[src/logic/mem_map_consts.svh]
// memory map constants
// bank geometry, address widths, queue depth and section limits
// shared by the packages and the RTL of the mapping subsystem

`ifndef MEM_MAP_CONSTS_SVH
`define MEM_MAP_CONSTS_SVH

////////////////////////////////////////////////////////////
// bank geometry
////////////////////////////////////////////////////////////

// banks per memory and the index width
`define MM_NB_BANKS   4
`define MM_BANK_SEL_W 2

// word offset inside one memory (4096 words)
`define MM_WOFF_W     12
// rows per bank (1024)
`define MM_ROW_W      10

////////////////////////////////////////////////////////////
// configuration and queueing
////////////////////////////////////////////////////////////

// largest accepted sequential-section size (log2 of words per bank)
`define MM_SEQSEC_MAX 10
`define MM_FIFO_DEPTH 4
// transaction id on the peripheral bus
`define MM_ID_W       5

`endif

[src/logic/periph_bus_pkg.sv]
// peripheral bus types
// request and response structs of the cluster peripheral bus
// the grant is implied, so only the strobe and response travel here

`include "mem_map_consts.svh"

package periph_bus_pkg;

  ////////////////////////////////////////////////////////////
  // common fields
  ////////////////////////////////////////////////////////////

  // transaction id echoed back in the response
  typedef logic [`MM_ID_W-1:0] periph_id_t;

  ////////////////////////////////////////////////////////////
  // request and response
  ////////////////////////////////////////////////////////////

  // master to slave, req is a one-cycle strobe
  typedef struct packed {
    logic        req;
    // low means write
    logic        wen;
    logic [31:0] add;
    logic [31:0] wdata;
    logic [3:0]  be;
    periph_id_t  id;
  } periph_req_t;

  // slave to master, r_valid pulses one cycle after req
  typedef struct packed {
    logic        r_valid;
    logic [31:0] r_rdata;
    periph_id_t  r_id;
  } periph_rsp_t;

endpackage

[src/logic/mem_map_pkg.sv]
// memory map types
// section configuration, core request and bank request structs
// used between the config unit, the request queue and the mapper

`include "mem_map_consts.svh"

package mem_map_pkg;

  ////////////////////////////////////////////////////////////
  // configuration
  ////////////////////////////////////////////////////////////

  // log2 of the sequential words per bank, zero means no section
  typedef struct packed {
    logic [3:0] sram_size;
    logic [3:0] scm_size;
  } seqsec_cfg_t;

  ////////////////////////////////////////////////////////////
  // requests
  ////////////////////////////////////////////////////////////

  // core side request as pushed into the queue
  typedef struct packed {
    // byte address, bit 14 picks the memory
    logic [15:0] addr;
    logic [7:0]  tag;
  } core_req_t;

  // memory select for the bank request
  typedef enum logic {
    REGION_SRAM = 1'b0,
    REGION_SCM  = 1'b1
  } region_e;

  // bank side request after mapping
  typedef struct packed {
    region_e                   region;
    logic [`MM_BANK_SEL_W-1:0] bank;
    logic [`MM_ROW_W-1:0]      row;
    logic [7:0]                tag;
  } bank_req_t;

endpackage

[src/logic/seqsec_config_unit.sv]
// sequential-section config unit
// peripheral bus slave with two size registers, one for the SRAM
// and one for the SCM, answering each request one cycle later
// written sizes are clamped and driven out continuously

`include "mem_map_consts.svh"

module seqsec_config_unit (
  input  logic                        clk_i,
  input  logic                        rst_ni,
  input  periph_bus_pkg::periph_req_t bus_req,
  output periph_bus_pkg::periph_rsp_t bus_rsp,
  output mem_map_pkg::seqsec_cfg_t    cfg
);

  import periph_bus_pkg::*;
  import mem_map_pkg::*;

  typedef enum logic [1:0] {
    ST_IDLE,
    ST_WR_RSP,
    ST_RD_RSP
  } state_e;

  state_e      state_q, state_d;
  periph_id_t  id_q;
  // register select, 0 is SRAM and 1 is SCM
  logic        sel_q;
  seqsec_cfg_t sizes_q;
  periph_rsp_t rsp_d;
  logic        accept;
  logic        do_write;
  logic [3:0]  wr_val;

  ////////////////////////////////////////////////////////////
  // request decode
  ////////////////////////////////////////////////////////////

  // only an idle slave takes a request
  assign accept   = (state_q == ST_IDLE) && bus_req.req;
  assign do_write = accept && !bus_req.wen && bus_req.be[0];

  // clamp the written size to the supported maximum
  assign wr_val = (bus_req.wdata[3:0] > 4'(`MM_SEQSEC_MAX)) ?
                  4'(`MM_SEQSEC_MAX) : bus_req.wdata[3:0];

  ////////////////////////////////////////////////////////////
  // transfer FSM and response
  ////////////////////////////////////////////////////////////

  always_comb begin
    rsp_d   = '0;
    state_d = ST_IDLE;
    case (state_q)
      ST_IDLE: begin
        if (bus_req.req) begin
          state_d = bus_req.wen ? ST_RD_RSP : ST_WR_RSP;
        end
      end
      // write response carries no data
      ST_WR_RSP: begin
        rsp_d.r_valid = 1'b1;
        rsp_d.r_id    = id_q;
      end
      // read returns the selected size zero-extended
      ST_RD_RSP: begin
        rsp_d.r_valid = 1'b1;
        rsp_d.r_id    = id_q;
        rsp_d.r_rdata = {28'b0, sel_q ? sizes_q.scm_size : sizes_q.sram_size};
      end
      default: state_d = ST_IDLE;
    endcase
  end

  always_ff @(posedge clk_i or negedge rst_ni) begin
    if (!rst_ni) begin
      state_q <= ST_IDLE;
      id_q    <= '0;
      sel_q   <= 1'b0;
      sizes_q <= '0;
    end else begin
      state_q <= state_d;
      if (accept) begin
        id_q  <= bus_req.id;
        sel_q <= bus_req.add[2];
      end
      // size lands now so it is visible on the response cycle
      if (do_write) begin
        if (bus_req.add[2]) sizes_q.scm_size <= wr_val;
        else                sizes_q.sram_size <= wr_val;
      end
    end
  end

  assign bus_rsp = rsp_d;
  assign cfg     = sizes_q;

endmodule

[src/logic/req_fifo.sv]
// request queue
// small circular buffer for core requests, payload set by type
// a push into a full queue without a pop is dropped and flagged

`include "mem_map_consts.svh"

module req_fifo #(
  parameter type payload_t = logic
) (
  input  logic     clk_i,
  input  logic     rst_ni,
  input  logic     push,
  input  payload_t push_data,
  input  logic     pop,
  output payload_t head,
  output logic     empty,
  output logic     overflow
);

  localparam int unsigned DEPTH = `MM_FIFO_DEPTH;
  localparam int unsigned PTR_W = (DEPTH > 1) ? $clog2(DEPTH) : 1;
  localparam int unsigned CNT_W = $clog2(DEPTH + 1);

  payload_t             mem_q [DEPTH];
  logic     [PTR_W-1:0] wr_ptr_q, rd_ptr_q;
  logic     [CNT_W-1:0] count_q;
  logic                 full;
  logic                 do_push, do_pop;

  ////////////////////////////////////////////////////////////
  // flags and handshake
  ////////////////////////////////////////////////////////////

  assign empty = (count_q == '0);
  assign full  = (count_q == CNT_W'(DEPTH));

  // a pop frees the slot so a full queue still takes the push
  assign do_pop  = pop && !empty;
  assign do_push = push && (!full || do_pop);

  assign head = mem_q[rd_ptr_q];

  ////////////////////////////////////////////////////////////
  // storage and pointers
  ////////////////////////////////////////////////////////////

  always_ff @(posedge clk_i) begin
    if (do_push) mem_q[wr_ptr_q] <= push_data;
  end

  always_ff @(posedge clk_i or negedge rst_ni) begin
    if (!rst_ni) begin
      wr_ptr_q <= '0;
      rd_ptr_q <= '0;
      count_q  <= '0;
      overflow <= 1'b0;
    end else begin
      if (do_push) wr_ptr_q <= (wr_ptr_q == PTR_W'(DEPTH - 1)) ? '0 : wr_ptr_q + 1'b1;
      if (do_pop)  rd_ptr_q <= (rd_ptr_q == PTR_W'(DEPTH - 1)) ? '0 : rd_ptr_q + 1'b1;
      if (do_push && !do_pop)      count_q <= count_q + 1'b1;
      else if (do_pop && !do_push) count_q <= count_q - 1'b1;
      // sticky until reset
      if (push && !do_push) overflow <= 1'b1;
    end
  end

endmodule

[src/logic/bank_addr_mapper.sv]
// bank address mapper
// takes the queue head and maps its address to region, bank and row
// the low part of each memory is sequential per bank, the rest is
// word interleaved across the banks, output is held while stalled

`include "mem_map_consts.svh"

module bank_addr_mapper (
  input  logic                     clk_i,
  input  logic                     rst_ni,
  input  mem_map_pkg::seqsec_cfg_t cfg,
  input  mem_map_pkg::core_req_t   head,
  input  logic                     empty,
  output logic                     pop,
  input  logic                     stall,
  output logic                     bank_valid,
  output mem_map_pkg::bank_req_t   bank_req
);

  import mem_map_pkg::*;

  // one extra bit so the bound can reach the full memory
  localparam int unsigned SPAN_W = `MM_WOFF_W + 1;

  logic [`MM_WOFF_W-1:0] word_off;
  logic [`MM_WOFF_W-1:0] ilv_off;
  logic [3:0]            sec_size;
  logic [SPAN_W-1:0]     sec_words;
  logic [SPAN_W-1:0]     sec_bound;
  logic                  in_seq;
  bank_req_t             map_d;

  ////////////////////////////////////////////////////////////
  // address mapping
  ////////////////////////////////////////////////////////////

  assign word_off = head.addr[13:2];
  assign map_d.region = region_e'(head.addr[14]);
  assign sec_size = head.addr[14] ? cfg.scm_size : cfg.sram_size;

  // words per bank in the section and the whole section span
  assign sec_words = (sec_size == 4'd0) ? '0 : (SPAN_W'(1) << sec_size);
  assign sec_bound = sec_words * SPAN_W'(`MM_NB_BANKS);
  assign in_seq    = ({1'b0, word_off} < sec_bound);

  // offset into the interleaved part
  assign ilv_off = word_off - sec_bound[`MM_WOFF_W-1:0];

  assign map_d.bank = in_seq ? `MM_BANK_SEL_W'(word_off >> sec_size) :
                               ilv_off[`MM_BANK_SEL_W-1:0];
  // interleaved rows start right after the sequential rows
  assign map_d.row = in_seq ?
      `MM_ROW_W'({1'b0, word_off} & (sec_words - 1'b1)) :
      `MM_ROW_W'(sec_words + SPAN_W'(ilv_off >> `MM_BANK_SEL_W));
  assign map_d.tag = head.tag;

  ////////////////////////////////////////////////////////////
  // output register
  ////////////////////////////////////////////////////////////

  // take the head when the slot is empty or its item leaves now
  assign pop = !empty && (!bank_valid || !stall);

  always_ff @(posedge clk_i or negedge rst_ni) begin
    if (!rst_ni) begin
      bank_valid <= 1'b0;
    end else if (!bank_valid || !stall) begin
      bank_valid <= !empty;
    end
  end

  always_ff @(posedge clk_i) begin
    if (pop) bank_req <= map_d;
  end

endmodule

[src/logic/mem_map_top.sv]
// memory map top level
// config unit on the peripheral bus, request queue on the core side
// and the bank address mapper feeding the bank side

module mem_map_top (
  input  logic                        clk_i,
  input  logic                        rst_ni,
  input  periph_bus_pkg::periph_req_t bus_req,
  output periph_bus_pkg::periph_rsp_t bus_rsp,
  input  logic                        push,
  input  mem_map_pkg::core_req_t      core_req,
  output logic                        overflow,
  input  logic                        stall,
  output logic                        bank_valid,
  output mem_map_pkg::bank_req_t      bank_req
);

  import mem_map_pkg::*;

  seqsec_cfg_t cfg;
  core_req_t   fifo_head;
  logic        fifo_empty;
  logic        fifo_pop;

  // section sizes from the peripheral bus
  seqsec_config_unit i_cfg (
    .clk_i   (clk_i),
    .rst_ni  (rst_ni),
    .bus_req (bus_req),
    .bus_rsp (bus_rsp),
    .cfg     (cfg)
  );

  // core requests wait here until the mapper takes them
  req_fifo #(
    .payload_t (core_req_t)
  ) i_fifo (
    .clk_i     (clk_i),
    .rst_ni    (rst_ni),
    .push      (push),
    .push_data (core_req),
    .pop       (fifo_pop),
    .head      (fifo_head),
    .empty     (fifo_empty),
    .overflow  (overflow)
  );

  bank_addr_mapper i_mapper (
    .clk_i      (clk_i),
    .rst_ni     (rst_ni),
    .cfg        (cfg),
    .head       (fifo_head),
    .empty      (fifo_empty),
    .pop        (fifo_pop),
    .stall      (stall),
    .bank_valid (bank_valid),
    .bank_req   (bank_req)
  );

endmodule

[config.mk]
export PLATFORM = sky130hd
export DESIGN_NAME = mem_map_top
export DESIGN_NICKNAME = d
export VERILOG_FILES = /design/src/logic/periph_bus_pkg.sv /design/src/logic/mem_map_pkg.sv /design/src/logic/seqsec_config_unit.sv /design/src/logic/req_fifo.sv /design/src/logic/bank_addr_mapper.sv /design/src/logic/mem_map_top.sv
export VERILOG_INCLUDE_DIRS = /design/src /design/src/logic
export SDC_FILE = /design/constraint.sdc
export NUM_CORES = 1
export LEC_CHECK = 0
export BUFFER_PORTS_ARGS = -buffer_cell sky130_fd_sc_hd__buf_2
export CAP_MARGIN = 25
export CORE_MARGIN = 8
export CORE_UTILIZATION = 44
export CTS_CLUSTER_DIAMETER = 150
export DETAILED_ROUTE_END_ITERATION = 8
export PLACE_DENSITY = 0.68
export REMOVE_ABC_BUFFERS = 1
export SLEW_MARGIN = 25
export SYNTH_ARGS = -nofsm -noshare
export SYNTH_HDL_FRONTEND = slang
export SYNTH_SLANG_ARGS = --single-unit
[constraint.sdc]
create_clock -name clk_i -period 8.3 [get_ports clk_i]
set_input_delay 1.245 -clock clk_i [delete_from_list [all_inputs] [get_ports clk_i]]
set_output_delay 1.245 -clock clk_i [all_outputs]
set_load 0.02 [all_outputs]
==> parameters.txt, run 1 <==
Parameter                              Value

Setup path
  Category of the worst setup path capture point    register
  Library cell contributing the largest single delay on the critical path    sky130_fd_sc_hd__mux4_2
  Worst Path Class, Setup    reg -> reg
  Crit start category    register
  Critical path peak fanout    27
  Worst setup slack for register-to-register paths    3.33 ns
  Crit path max-delay family    compound AO/OA/AOI/OAI gates
  Arrival time of the worst setup path    5.13 ns
  Start of the worst register-to-register path    i_fifo.rd_ptr_q[0]
  Largest stage delay, worst path    0.82 ns
  Worst R2R End    i_mapper.bank_req[17]
  CP Buf/Inv Count    0
  Crit-path cells    mux4_2 > mux2i_1 > nand2_1 > fa_1 > a21o_1 > a21oi_1 > o21ai_0 > a21oi_1 > xnor2_1 > ha_1 > o41ai_1 > o21ai_0 > xnor2_1 > o21ai_1
  Reg2Reg Depth    14
  CP Data Required Time    8.46 ns

Logic synthesis
  Portion of synthesized cell area occupied by the leading cell type    0.474
  Cell accounting for the most synthesized area    sky130_fd_sc_hd__edfxtp_1
  Number of standard cells after synthesis    490
  Yosys warning total    0
  Largest cells by area after synthesis    sky130_fd_sc_hd__edfxtp_1 47%, sky130_fd_sc_hd__dfrtp_1 9.4%, sky130_fd_sc_hd__mux4_2 7.1%, sky130_fd_sc_hd__ha_1 4.9%, sky130_fd_sc_hd__buf_4 3.2%
  Per-instance average area after synthesis    13.6 µm²
  Number of synthesized register bits    130
  Share of the yosys chip area belonging to registers    0.568
  Dominant synthesized flop cell    sky130_fd_sc_hd__edfxtp_1
  Number of library cell types mapped by synthesis    58
  Ys async rst share    0.192
  Count of flip-flops with a built-in enable after synthesis    105
  Syn Std Cell Area    6650 µm²

CTS
  CTS buffer count    17
  Buffers inserted during post-CTS setup optimization    0
  Insertion delay to the later sink of the worst-skew pair    0.41 ns
  Number of clock sinks seen by CTS    130
  Post-CTS Hold Buffers    0
  Longest Clk Path Bufs    2
  CTS tree    done
  Post-CTS resize count    0
  Total number of H-tree levels    4
  Clock slew at the register clock pins of the worst setup and hold paths    0.06 ns
  Root buffer cell    sky130_fd_sc_hd__clkbuf_16

Min path
  Path type of the worst min-delay path    reg -> reg
  Launch point of the worst hold path    i_fifo.overflow
  Worst min-delay path endpoint    i_fifo.overflow
  Number of stages on the worst hold path    1

Timing
  RSZ-0062 raised after global routing    no
  Final Max Slew Viols    0
  Final sum of negative setup slack    0 ns
  Worst relative slew slack    0.337
  Hold Vio Cnt, Final    0
  Total of endpoints with negative setup slack in the final report    0
  Worst-case clock skew    0.00529 ns
  Maximum clock frequency    201 MHz
  Ratio of final minimum period to clock period    0.599
  Post-route minimum period    4.97 ns
  Actual transition at the worst max-transition pin    0.993 ns

Global routing
  Total congestion overflow after global routing    0
  Number of antenna violations at the first check in global routing    1
  Number of global-route vias before repair    4369
  Pin count of the biggest net entering global routing    28
  Global-route wire length before repair    21700 µm
  GRT Overall Usage    0.143

Die
  Overall die height    139 µm
  Top-Level Pins    164
  Floorplan Core Area    15000 µm²
  Initial core utilization    0.444
  Number of rows created at floorplan    45
  Die X-Extent    139 µm
  Full die area    19300 µm²

Placement
  Count of input and output buffers    70
  Post-DP HPWL    9290 µm
  Cells after DPL    733
  Last weighted congestion value of the routability-driven placer    0.844

Power and ir drop
  P_leak    3.03 nW
  IR Drop Worst-Case VDD    197 µV
  Power density of the placed cells    428 nW/µm²

Drt
  Number of iterations in the first detailed-routing pass    5
  Via/cell ratio    5.31
  Total vias in the final route    4064
  Remaining design rule violation count    0
  Antenna-violating nets left    0
  Final wirelength    13400 µm
  Routed wire length per instance    17.5 µm
  Starting DRC count in detailed routing    213

Cells and area
  Final nets    696
  Number of diodes    0
  Number of filler instances in the final layout    1261
  Layout-stage area growth over the synthesis result    14.7%
  Share of layout cells above drive strength 1    0.267
  Final cell count without fillers    765

Status
  Outcome    finished clean

Flow run
  Total of max-cap violations    0
[placed cells by master (no fill, tap or decap), types with 12 or more instances in the layout]
cell,Yosys,final
sky130_fd_sc_hd__nor3_1,12,12
sky130_fd_sc_hd__edfxtp_1,105,105
sky130_fd_sc_hd__inv_1,25,25
sky130_fd_sc_hd__a21oi_1,15,15
sky130_fd_sc_hd__mux4_2,21,21
sky130_fd_sc_hd__mux2_2,14,14
sky130_fd_sc_hd__clkbuf_16,0,17
sky130_fd_sc_hd__o21ai_0,17,17
sky130_fd_sc_hd__dfrtp_1,25,25
sky130_fd_sc_hd__nor2_1,19,19
sky130_fd_sc_hd__buf_2,3,70
sky130_fd_sc_hd__ha_1,26,26
sky130_fd_sc_hd__nand2_1,26,26
sky130_fd_sc_hd__conb_1,2,31
sky130_fd_sc_hd__mux2i_1,15,15
[cells in the mapped netlist (all sizes together), types with 4 or more instances]
cell / number
edfxtp: 105
buf: 39
ha: 26
nand2: 26
dfrtp: 25
inv: 25
mux4: 21
nor2: 20
o21ai: 19
mux2i: 17
mux2: 16
a21oi: 15
nor3: 12
and2: 11
nand2b: 11
xnor2: 11
xor2: 10
clkbuf: 8
nand3: 8
nor2b: 8
a22oi: 7
a21o: 5
a221oi: 4
[registers in the layout, summed over array words and instances, names as in the netlist]
name and flops:
i_cfg.cfg 8, i_cfg.id_q 5, i_cfg.sel_q 1, i_cfg.state_q 2
i_fifo.count_q 3, i_fifo.mem_q 84, i_fifo.overflow 1, i_fifo.rd_ptr_q 2
i_fifo.wr_ptr_q 2, i_mapper.bank_req 21, i_mapper.bank_valid 1
[final cells by class]
type | instances | area [µm²] | share of cell area
Multi-Input combinational cell | 317 | 2590 | 0.339
Clock buffer | 17 | 425 | 0.0557
Tap cell | 188 | 235 | 0.0308
Timing Repair Buffer | 73 | 373 | 0.0489
Clock inverter | 15 | 135 | 0.0177
Sequential cell | 130 | 3780 | 0.495
Inverter | 25 | 93.8 | 0.0123
[power by group]
| group | internal (mW) | switching, mW |
|---|---|---|
| clock network | 0.414 | 0.286 |
| registers | 0.939 | 0.0805 |
| logic | 0.645 | 0.903 |
[how the worst max path moves through the flow]
stage,startpoint,to,slack [ns],cells after the start
2_1_floorplan,i_fifo.rd_ptr_q[0],i_mapper.bank_req[8],2.87,10
3_3_place_gp,i_fifo.rd_ptr_q[0],i_mapper.bank_req[17],3.47,14
3_5_place_dp,i_fifo.rd_ptr_q[0],i_mapper.bank_req[17],3.42,14
4_1_cts,i_fifo.rd_ptr_q[0],i_mapper.bank_req[17],3.37,14
5_1_grt,i_fifo.rd_ptr_q[0],i_mapper.bank_req[17],3.06,14
6_report,i_fifo.rd_ptr_q[0],i_mapper.bank_req[17],3.33,14
[kinds of logic (layout without fill, tap and decap cells)]
logic type / after synthesis / after routing / synth area share
flops: 130 / 130 / 0.568
compound gates: 74 / 74 / 0.0749
other cells: 2 / 31 / 0.00113
simple gates: 108 / 108 / 0.0826
mux: 54 / 54 / 0.127
fa+ha+maj: 29 / 29 / 0.0579
xor+xnor: 21 / 21 / 0.0277
buf+inv: 72 / 130 / 0.0604
[stage by stage]
| step | cell area (µm²) | hold WS (ns) | power, mW | utilization | setup WS [ns] |
|---|---|---|---|---|---|
| floorplan | 6450 | 0.471 | 2.18 | - | 2.87 |
| global placement | 7070 | 0.447 | 2.52 | 0.472 | 3.47 |
| detailed placement | 7070 | 0.460 | 2.57 | 0.472 | 3.42 |
| CTS | 7630 | 0.476 | 3.29 | 0.510 | 3.37 |
| global route | 7630 | 0.489 | 3.49 | 0.510 | 3.06 |
| finish | 7630 | 0.470 | 3.27 | 0.510 | 3.33 |
[per-layer routing]
metal / part of all wire / vias to the layer above / GRT usage
met2: 0.50 / 113 / 0.249
met5: 0.00075 / - / 0
met3: 0.059 / 17 / 0.0472
met4: 0.014 / 2 / 0.0566
met1: 0.43 / 2000 / 0.159
li1: - / 1932 / -
(Power assumes the default switching activity.)
==> run 2: changes to the inputs <==
--- a/config.mk
+++ b/config.mk
@@ -6,13 +6,14 @@
 export SDC_FILE = /design/constraint.sdc
 export NUM_CORES = 1
 export LEC_CHECK = 0
+export ABC_AREA = 1
 export BUFFER_PORTS_ARGS = -buffer_cell sky130_fd_sc_hd__buf_2
 export CAP_MARGIN = 25
 export CORE_MARGIN = 8
 export CORE_UTILIZATION = 44
 export CTS_CLUSTER_DIAMETER = 150
 export DETAILED_ROUTE_END_ITERATION = 8
-export PLACE_DENSITY = 0.68
+export PLACE_DENSITY = 0.7
 export REMOVE_ABC_BUFFERS = 1
 export SLEW_MARGIN = 25
 export SYNTH_ARGS = -nofsm -noshare
==> constraint.sdc (replaced) <==
create_clock -name clk_i -period 4.3 [get_ports clk_i]
set_input_delay 0.645 -clock clk_i [delete_from_list [all_inputs] [get_ports clk_i]]
set_output_delay 0.645 -clock clk_i [all_outputs]
set_load 0.02 [all_outputs]
==> run 2 against run 1 <==
Compared with the run above:
- via count up 20%
- sequential power up 90%
- routed wire length up 4.5%
- utilization up 1.5 points
- highest routed layer unchanged
==> parameters.txt, run 2 <==
Parameter                              Value

Placement
  Last weighted congestion value of the routability-driven placer    0.867
  Post-DP HPWL    9450 µm
  Post-placement setup slack    0.299 ns
  Cells after DPL    969
  Count of input and output buffers    70

Power and ir drop
  P_leak    3.59 nW
  IR Drop Worst-Case VDD    461 µV
  NetSw    3.22 mW
  Switching share of power    0.440
  Sequential share of power    0.265
  Internal cell power    4.11 mW
  Part of the total power dissipated in the clock network    0.197
  Power density of the placed cells    922 nW/µm²
  Combinational group share of total power    0.538
  Post-layout total power    7.33 mW

Setup path
  Reg2Reg Depth    23
  Worst setup slack for register-to-register paths    0.37 ns
  Worst R2R End    i_mapper.bank_req[16]
  Crit-path cells    inv_1 > nand2_1 > nand3_4 > nand2_4 > nand2_1 > nand2_2 > buf_4 > inv_2 > nand2_1 > inv_2 > nand2_2 > ha_1 > nand2_1 > o21ai_0 > a31oi_1 > xnor2_1 > ha_1 > a21oi_1 > o21a_1 > nand2_1 > xnor2_1 > or2_1 > o21ai_1
  Total stage count of the critical path    23
  Start of the worst register-to-register path    i_fifo.rd_ptr_q[0]
  Crit start category    register
  Worst Path Class, Setup    reg -> reg
  CP Data Required Time    4.56 ns
  Cell repeated most along the worst path    sky130_fd_sc_hd__nand2_1
  Largest stage delay, worst path    0.42 ns
  Critical path peak fanout    7
  CP Buf/Inv Count    4
  Crit path max-delay family    simple AND/OR/NAND/NOR gates
  Arrival time of the worst setup path    4.19 ns
  Library cell contributing the largest single delay on the critical path    sky130_fd_sc_hd__dfrtp_1
  Category of the worst setup path capture point    register

Drt
  Remaining design rule violation count    0
  Via/cell ratio    4.87
  Total vias in the final route    4876
  Routed wire length per instance    14.0 µm
  Final wirelength    14000 µm
  Number of iterations in the first detailed-routing pass    5
  Starting DRC count in detailed routing    396
  Antenna-violating nets left    0

Cells and area
  Final cell count without fillers    1001
  Number of filler instances in the final layout    1349
  Layout-stage area growth over the synthesis result    16.8%
  Leading cell type in the layout, fill and taps excluded    sky130_fd_sc_hd__nand2_1
  Most frequent cells in the layout    175 x sky130_fd_sc_hd__nand2_1, 105 x sky130_fd_sc_hd__edfxtp_1, 70 x sky130_fd_sc_hd__inv_1, 70 x sky130_fd_sc_hd__buf_2
  Final nets    932
  Largest register FFs    84
  Top register by number of flip-flops    i_fifo.mem_q
  Share of layout cells above drive strength 1    0.196
  Number of diodes    0

CTS
  Longest Clk Path Bufs    2
  Clock slew at the register clock pins of the worst setup and hold paths    0.06 ns
  CTS buffer count    17
  Insertion delay to the later sink of the worst-skew pair    0.42 ns
  Root buffer cell    sky130_fd_sc_hd__clkbuf_16
  Number of clock sinks seen by CTS    130
  CTS tree    done
  Buffers inserted during post-CTS setup optimization    0
  Total number of H-tree levels    4

Die
  Die X-Extent    140 µm
  Floorplan Core Area    15100 µm²
  Full die area    19700 µm²
  Initial core utilization    0.449
  Overall die height    140 µm
  Top-Level Pins    164
  Number of rows created at floorplan    45

Logic synthesis
  Most numerous cell types in the synthesized netlist    175 x sky130_fd_sc_hd__nand2_1, 105 x sky130_fd_sc_hd__edfxtp_1, 70 x sky130_fd_sc_hd__inv_1
  Ys async rst share    0.192
  Per-instance average area after synthesis    9.60 µm²
  Number of standard cells after synthesis    709
  Dominant synthesized flop cell    sky130_fd_sc_hd__edfxtp_1
  Count of flip-flops with a built-in enable after synthesis    105
  Portion of synthesized cell area occupied by the leading cell type    0.463
  Largest cells by area after synthesis    sky130_fd_sc_hd__edfxtp_1 46%, sky130_fd_sc_hd__nand2_1 9.7%, sky130_fd_sc_hd__dfrtp_1 9.2%, sky130_fd_sc_hd__ha_1 4.8%, sky130_fd_sc_hd__o21ai_0 4.2%
  Number of library cell types mapped by synthesis    38
  Cell accounting for the most synthesized area    sky130_fd_sc_hd__edfxtp_1
  Number of synthesized register bits    130
  Share of the yosys chip area belonging to registers    0.555
  Yosys warning total    0
  Syn Std Cell Area    6800 µm²
  Most common cell in the synthesized netlist    sky130_fd_sc_hd__nand2_1

Global routing
  GRT Overall Usage    0.145
  Total congestion overflow after global routing    0
  Pin count of the biggest net entering global routing    46
  Global-route wire length before repair    22600 µm
  Number of global-route vias before repair    4614
  Number of antenna violations at the first check in global routing    2

Timing
  Actual transition at the worst max-transition pin    0.603 ns
  Setup ws final    0.374 ns
  Hold Vio Cnt, Final    0
  Maximum clock frequency    255 MHz
  Worst relative slew slack    0.594
  Total of endpoints with negative setup slack in the final report    0
  Final sum of negative setup slack    0 ns
  Final Max Slew Viols    0
  Worst-case clock skew    0.00713 ns
  RSZ-0062 raised after global routing    no
  Ratio of final minimum period to clock period    0.913
  Post-route minimum period    3.93 ns

Min path
  Path type of the worst min-delay path    in -> async

Status
  Outcome    finished clean

Flow run
  Total of max-cap violations    0
[run 2: worst max path at each step]
stage                            start  slack (ns)                     to
finish              i_fifo.rd_ptr_q[0]        0.37  i_mapper.bank_req[16]
global placement    i_fifo.rd_ptr_q[0]        0.30  i_mapper.bank_req[16]
floorplan           i_fifo.rd_ptr_q[0]       -0.83  i_mapper.bank_req[16]
CTS                 i_fifo.rd_ptr_q[0]        0.28  i_mapper.bank_req[16]
global route        i_fifo.rd_ptr_q[0]        0.01  i_mapper.bank_req[17]
detailed placement  i_fifo.rd_ptr_q[0]        0.30  i_mapper.bank_req[16]
[run 2: what timing repair did]
action                     CTS  global route
hold buffers                 0             0
setup endpoints to repair    0             2
resized for setup            0             2
[run 2: logic make-up (layout without fill, tap and decap cells)]
family,Yosys count,count (layout),synth area share
AO/OA/AOI/OAI,105,105,0.0822
XOR/XNOR,14,14,0.0180
adder cells (fa/ha/maj),29,29,0.0566
buffers and inverters,122,197,0.0872
flip-flops,130,130,0.555
multiplexers,6,6,0.00993
other,2,31,0.00110
AND/OR/NAND/NOR,301,301,0.190
[run 2: per-layer routing]
metal / global-route usage / wire length, µm
met1: 0.175 / 6200
met2: 0.241 / 6610
met3: 0.0445 / 1010
met4: 0.0520 / 172
met5: 0 / 23
[run 2: worst register-to-register path: stages, from the launching register on]
cell and delay (ns):
sky130_fd_sc_hd__dfrtp_1 0.42, sky130_fd_sc_hd__inv_1 0.11, sky130_fd_sc_hd__nand2_1 0.09, sky130_fd_sc_hd__nand3_4 0.12
sky130_fd_sc_hd__nand2_4 0.09, sky130_fd_sc_hd__nand2_1 0.08, sky130_fd_sc_hd__nand2_2 0.05, sky130_fd_sc_hd__buf_4 0.14
sky130_fd_sc_hd__inv_2 0.06, sky130_fd_sc_hd__nand2_1 0.10, sky130_fd_sc_hd__inv_2 0.13, sky130_fd_sc_hd__nand2_2 0.09
sky130_fd_sc_hd__ha_1 0.38, sky130_fd_sc_hd__nand2_1 0.11, sky130_fd_sc_hd__o21ai_0 0.35, sky130_fd_sc_hd__a31oi_1 0.15
sky130_fd_sc_hd__xnor2_1 0.16, sky130_fd_sc_hd__ha_1 0.34, sky130_fd_sc_hd__a21oi_1 0.20, sky130_fd_sc_hd__o21a_1 0.14
sky130_fd_sc_hd__nand2_1 0.06, sky130_fd_sc_hd__xnor2_1 0.12, sky130_fd_sc_hd__or2_1 0.20, sky130_fd_sc_hd__o21ai_1 0.10
[run 2: cell type report]
type / instances / area (µm²) / share of cell area
Sequential cell: 130 / 3780 / 0.475
Multi-Input combinational cell: 486 / 2560 / 0.322
Timing Repair Buffer: 88 / 485 / 0.0611
Clock buffer: 17 / 425 / 0.0535
Inverter: 77 / 289 / 0.0364
Tap cell: 188 / 235 / 0.0296
Clock inverter: 15 / 174 / 0.0219
[run 2: stage by stage]
stage	util	hold WS, ns	cell area, µm²
floorplan	-	0.349	6610
global placement	0.485	0.455	7340
detailed placement	0.485	0.461	7340
CTS	0.524	0.215	7940
global route	0.525	0.256	7950
finish	0.525	0.214	7950
[run 2: power by group through the flow]
stage | Sequential, mW | Combinational, mW | Clock (mW)
4_1_cts | 1.95 | 3.94 | 1.47
3_3_place_gp | 1.96 | 3.86 | 0
5_1_grt | 1.97 | 4.47 | 1.52
6_report | 1.94 | 3.94 | 1.45
2_1_floorplan | 2.17 | 2.68 | 0
3_5_place_dp | 1.97 | 3.91 | 0
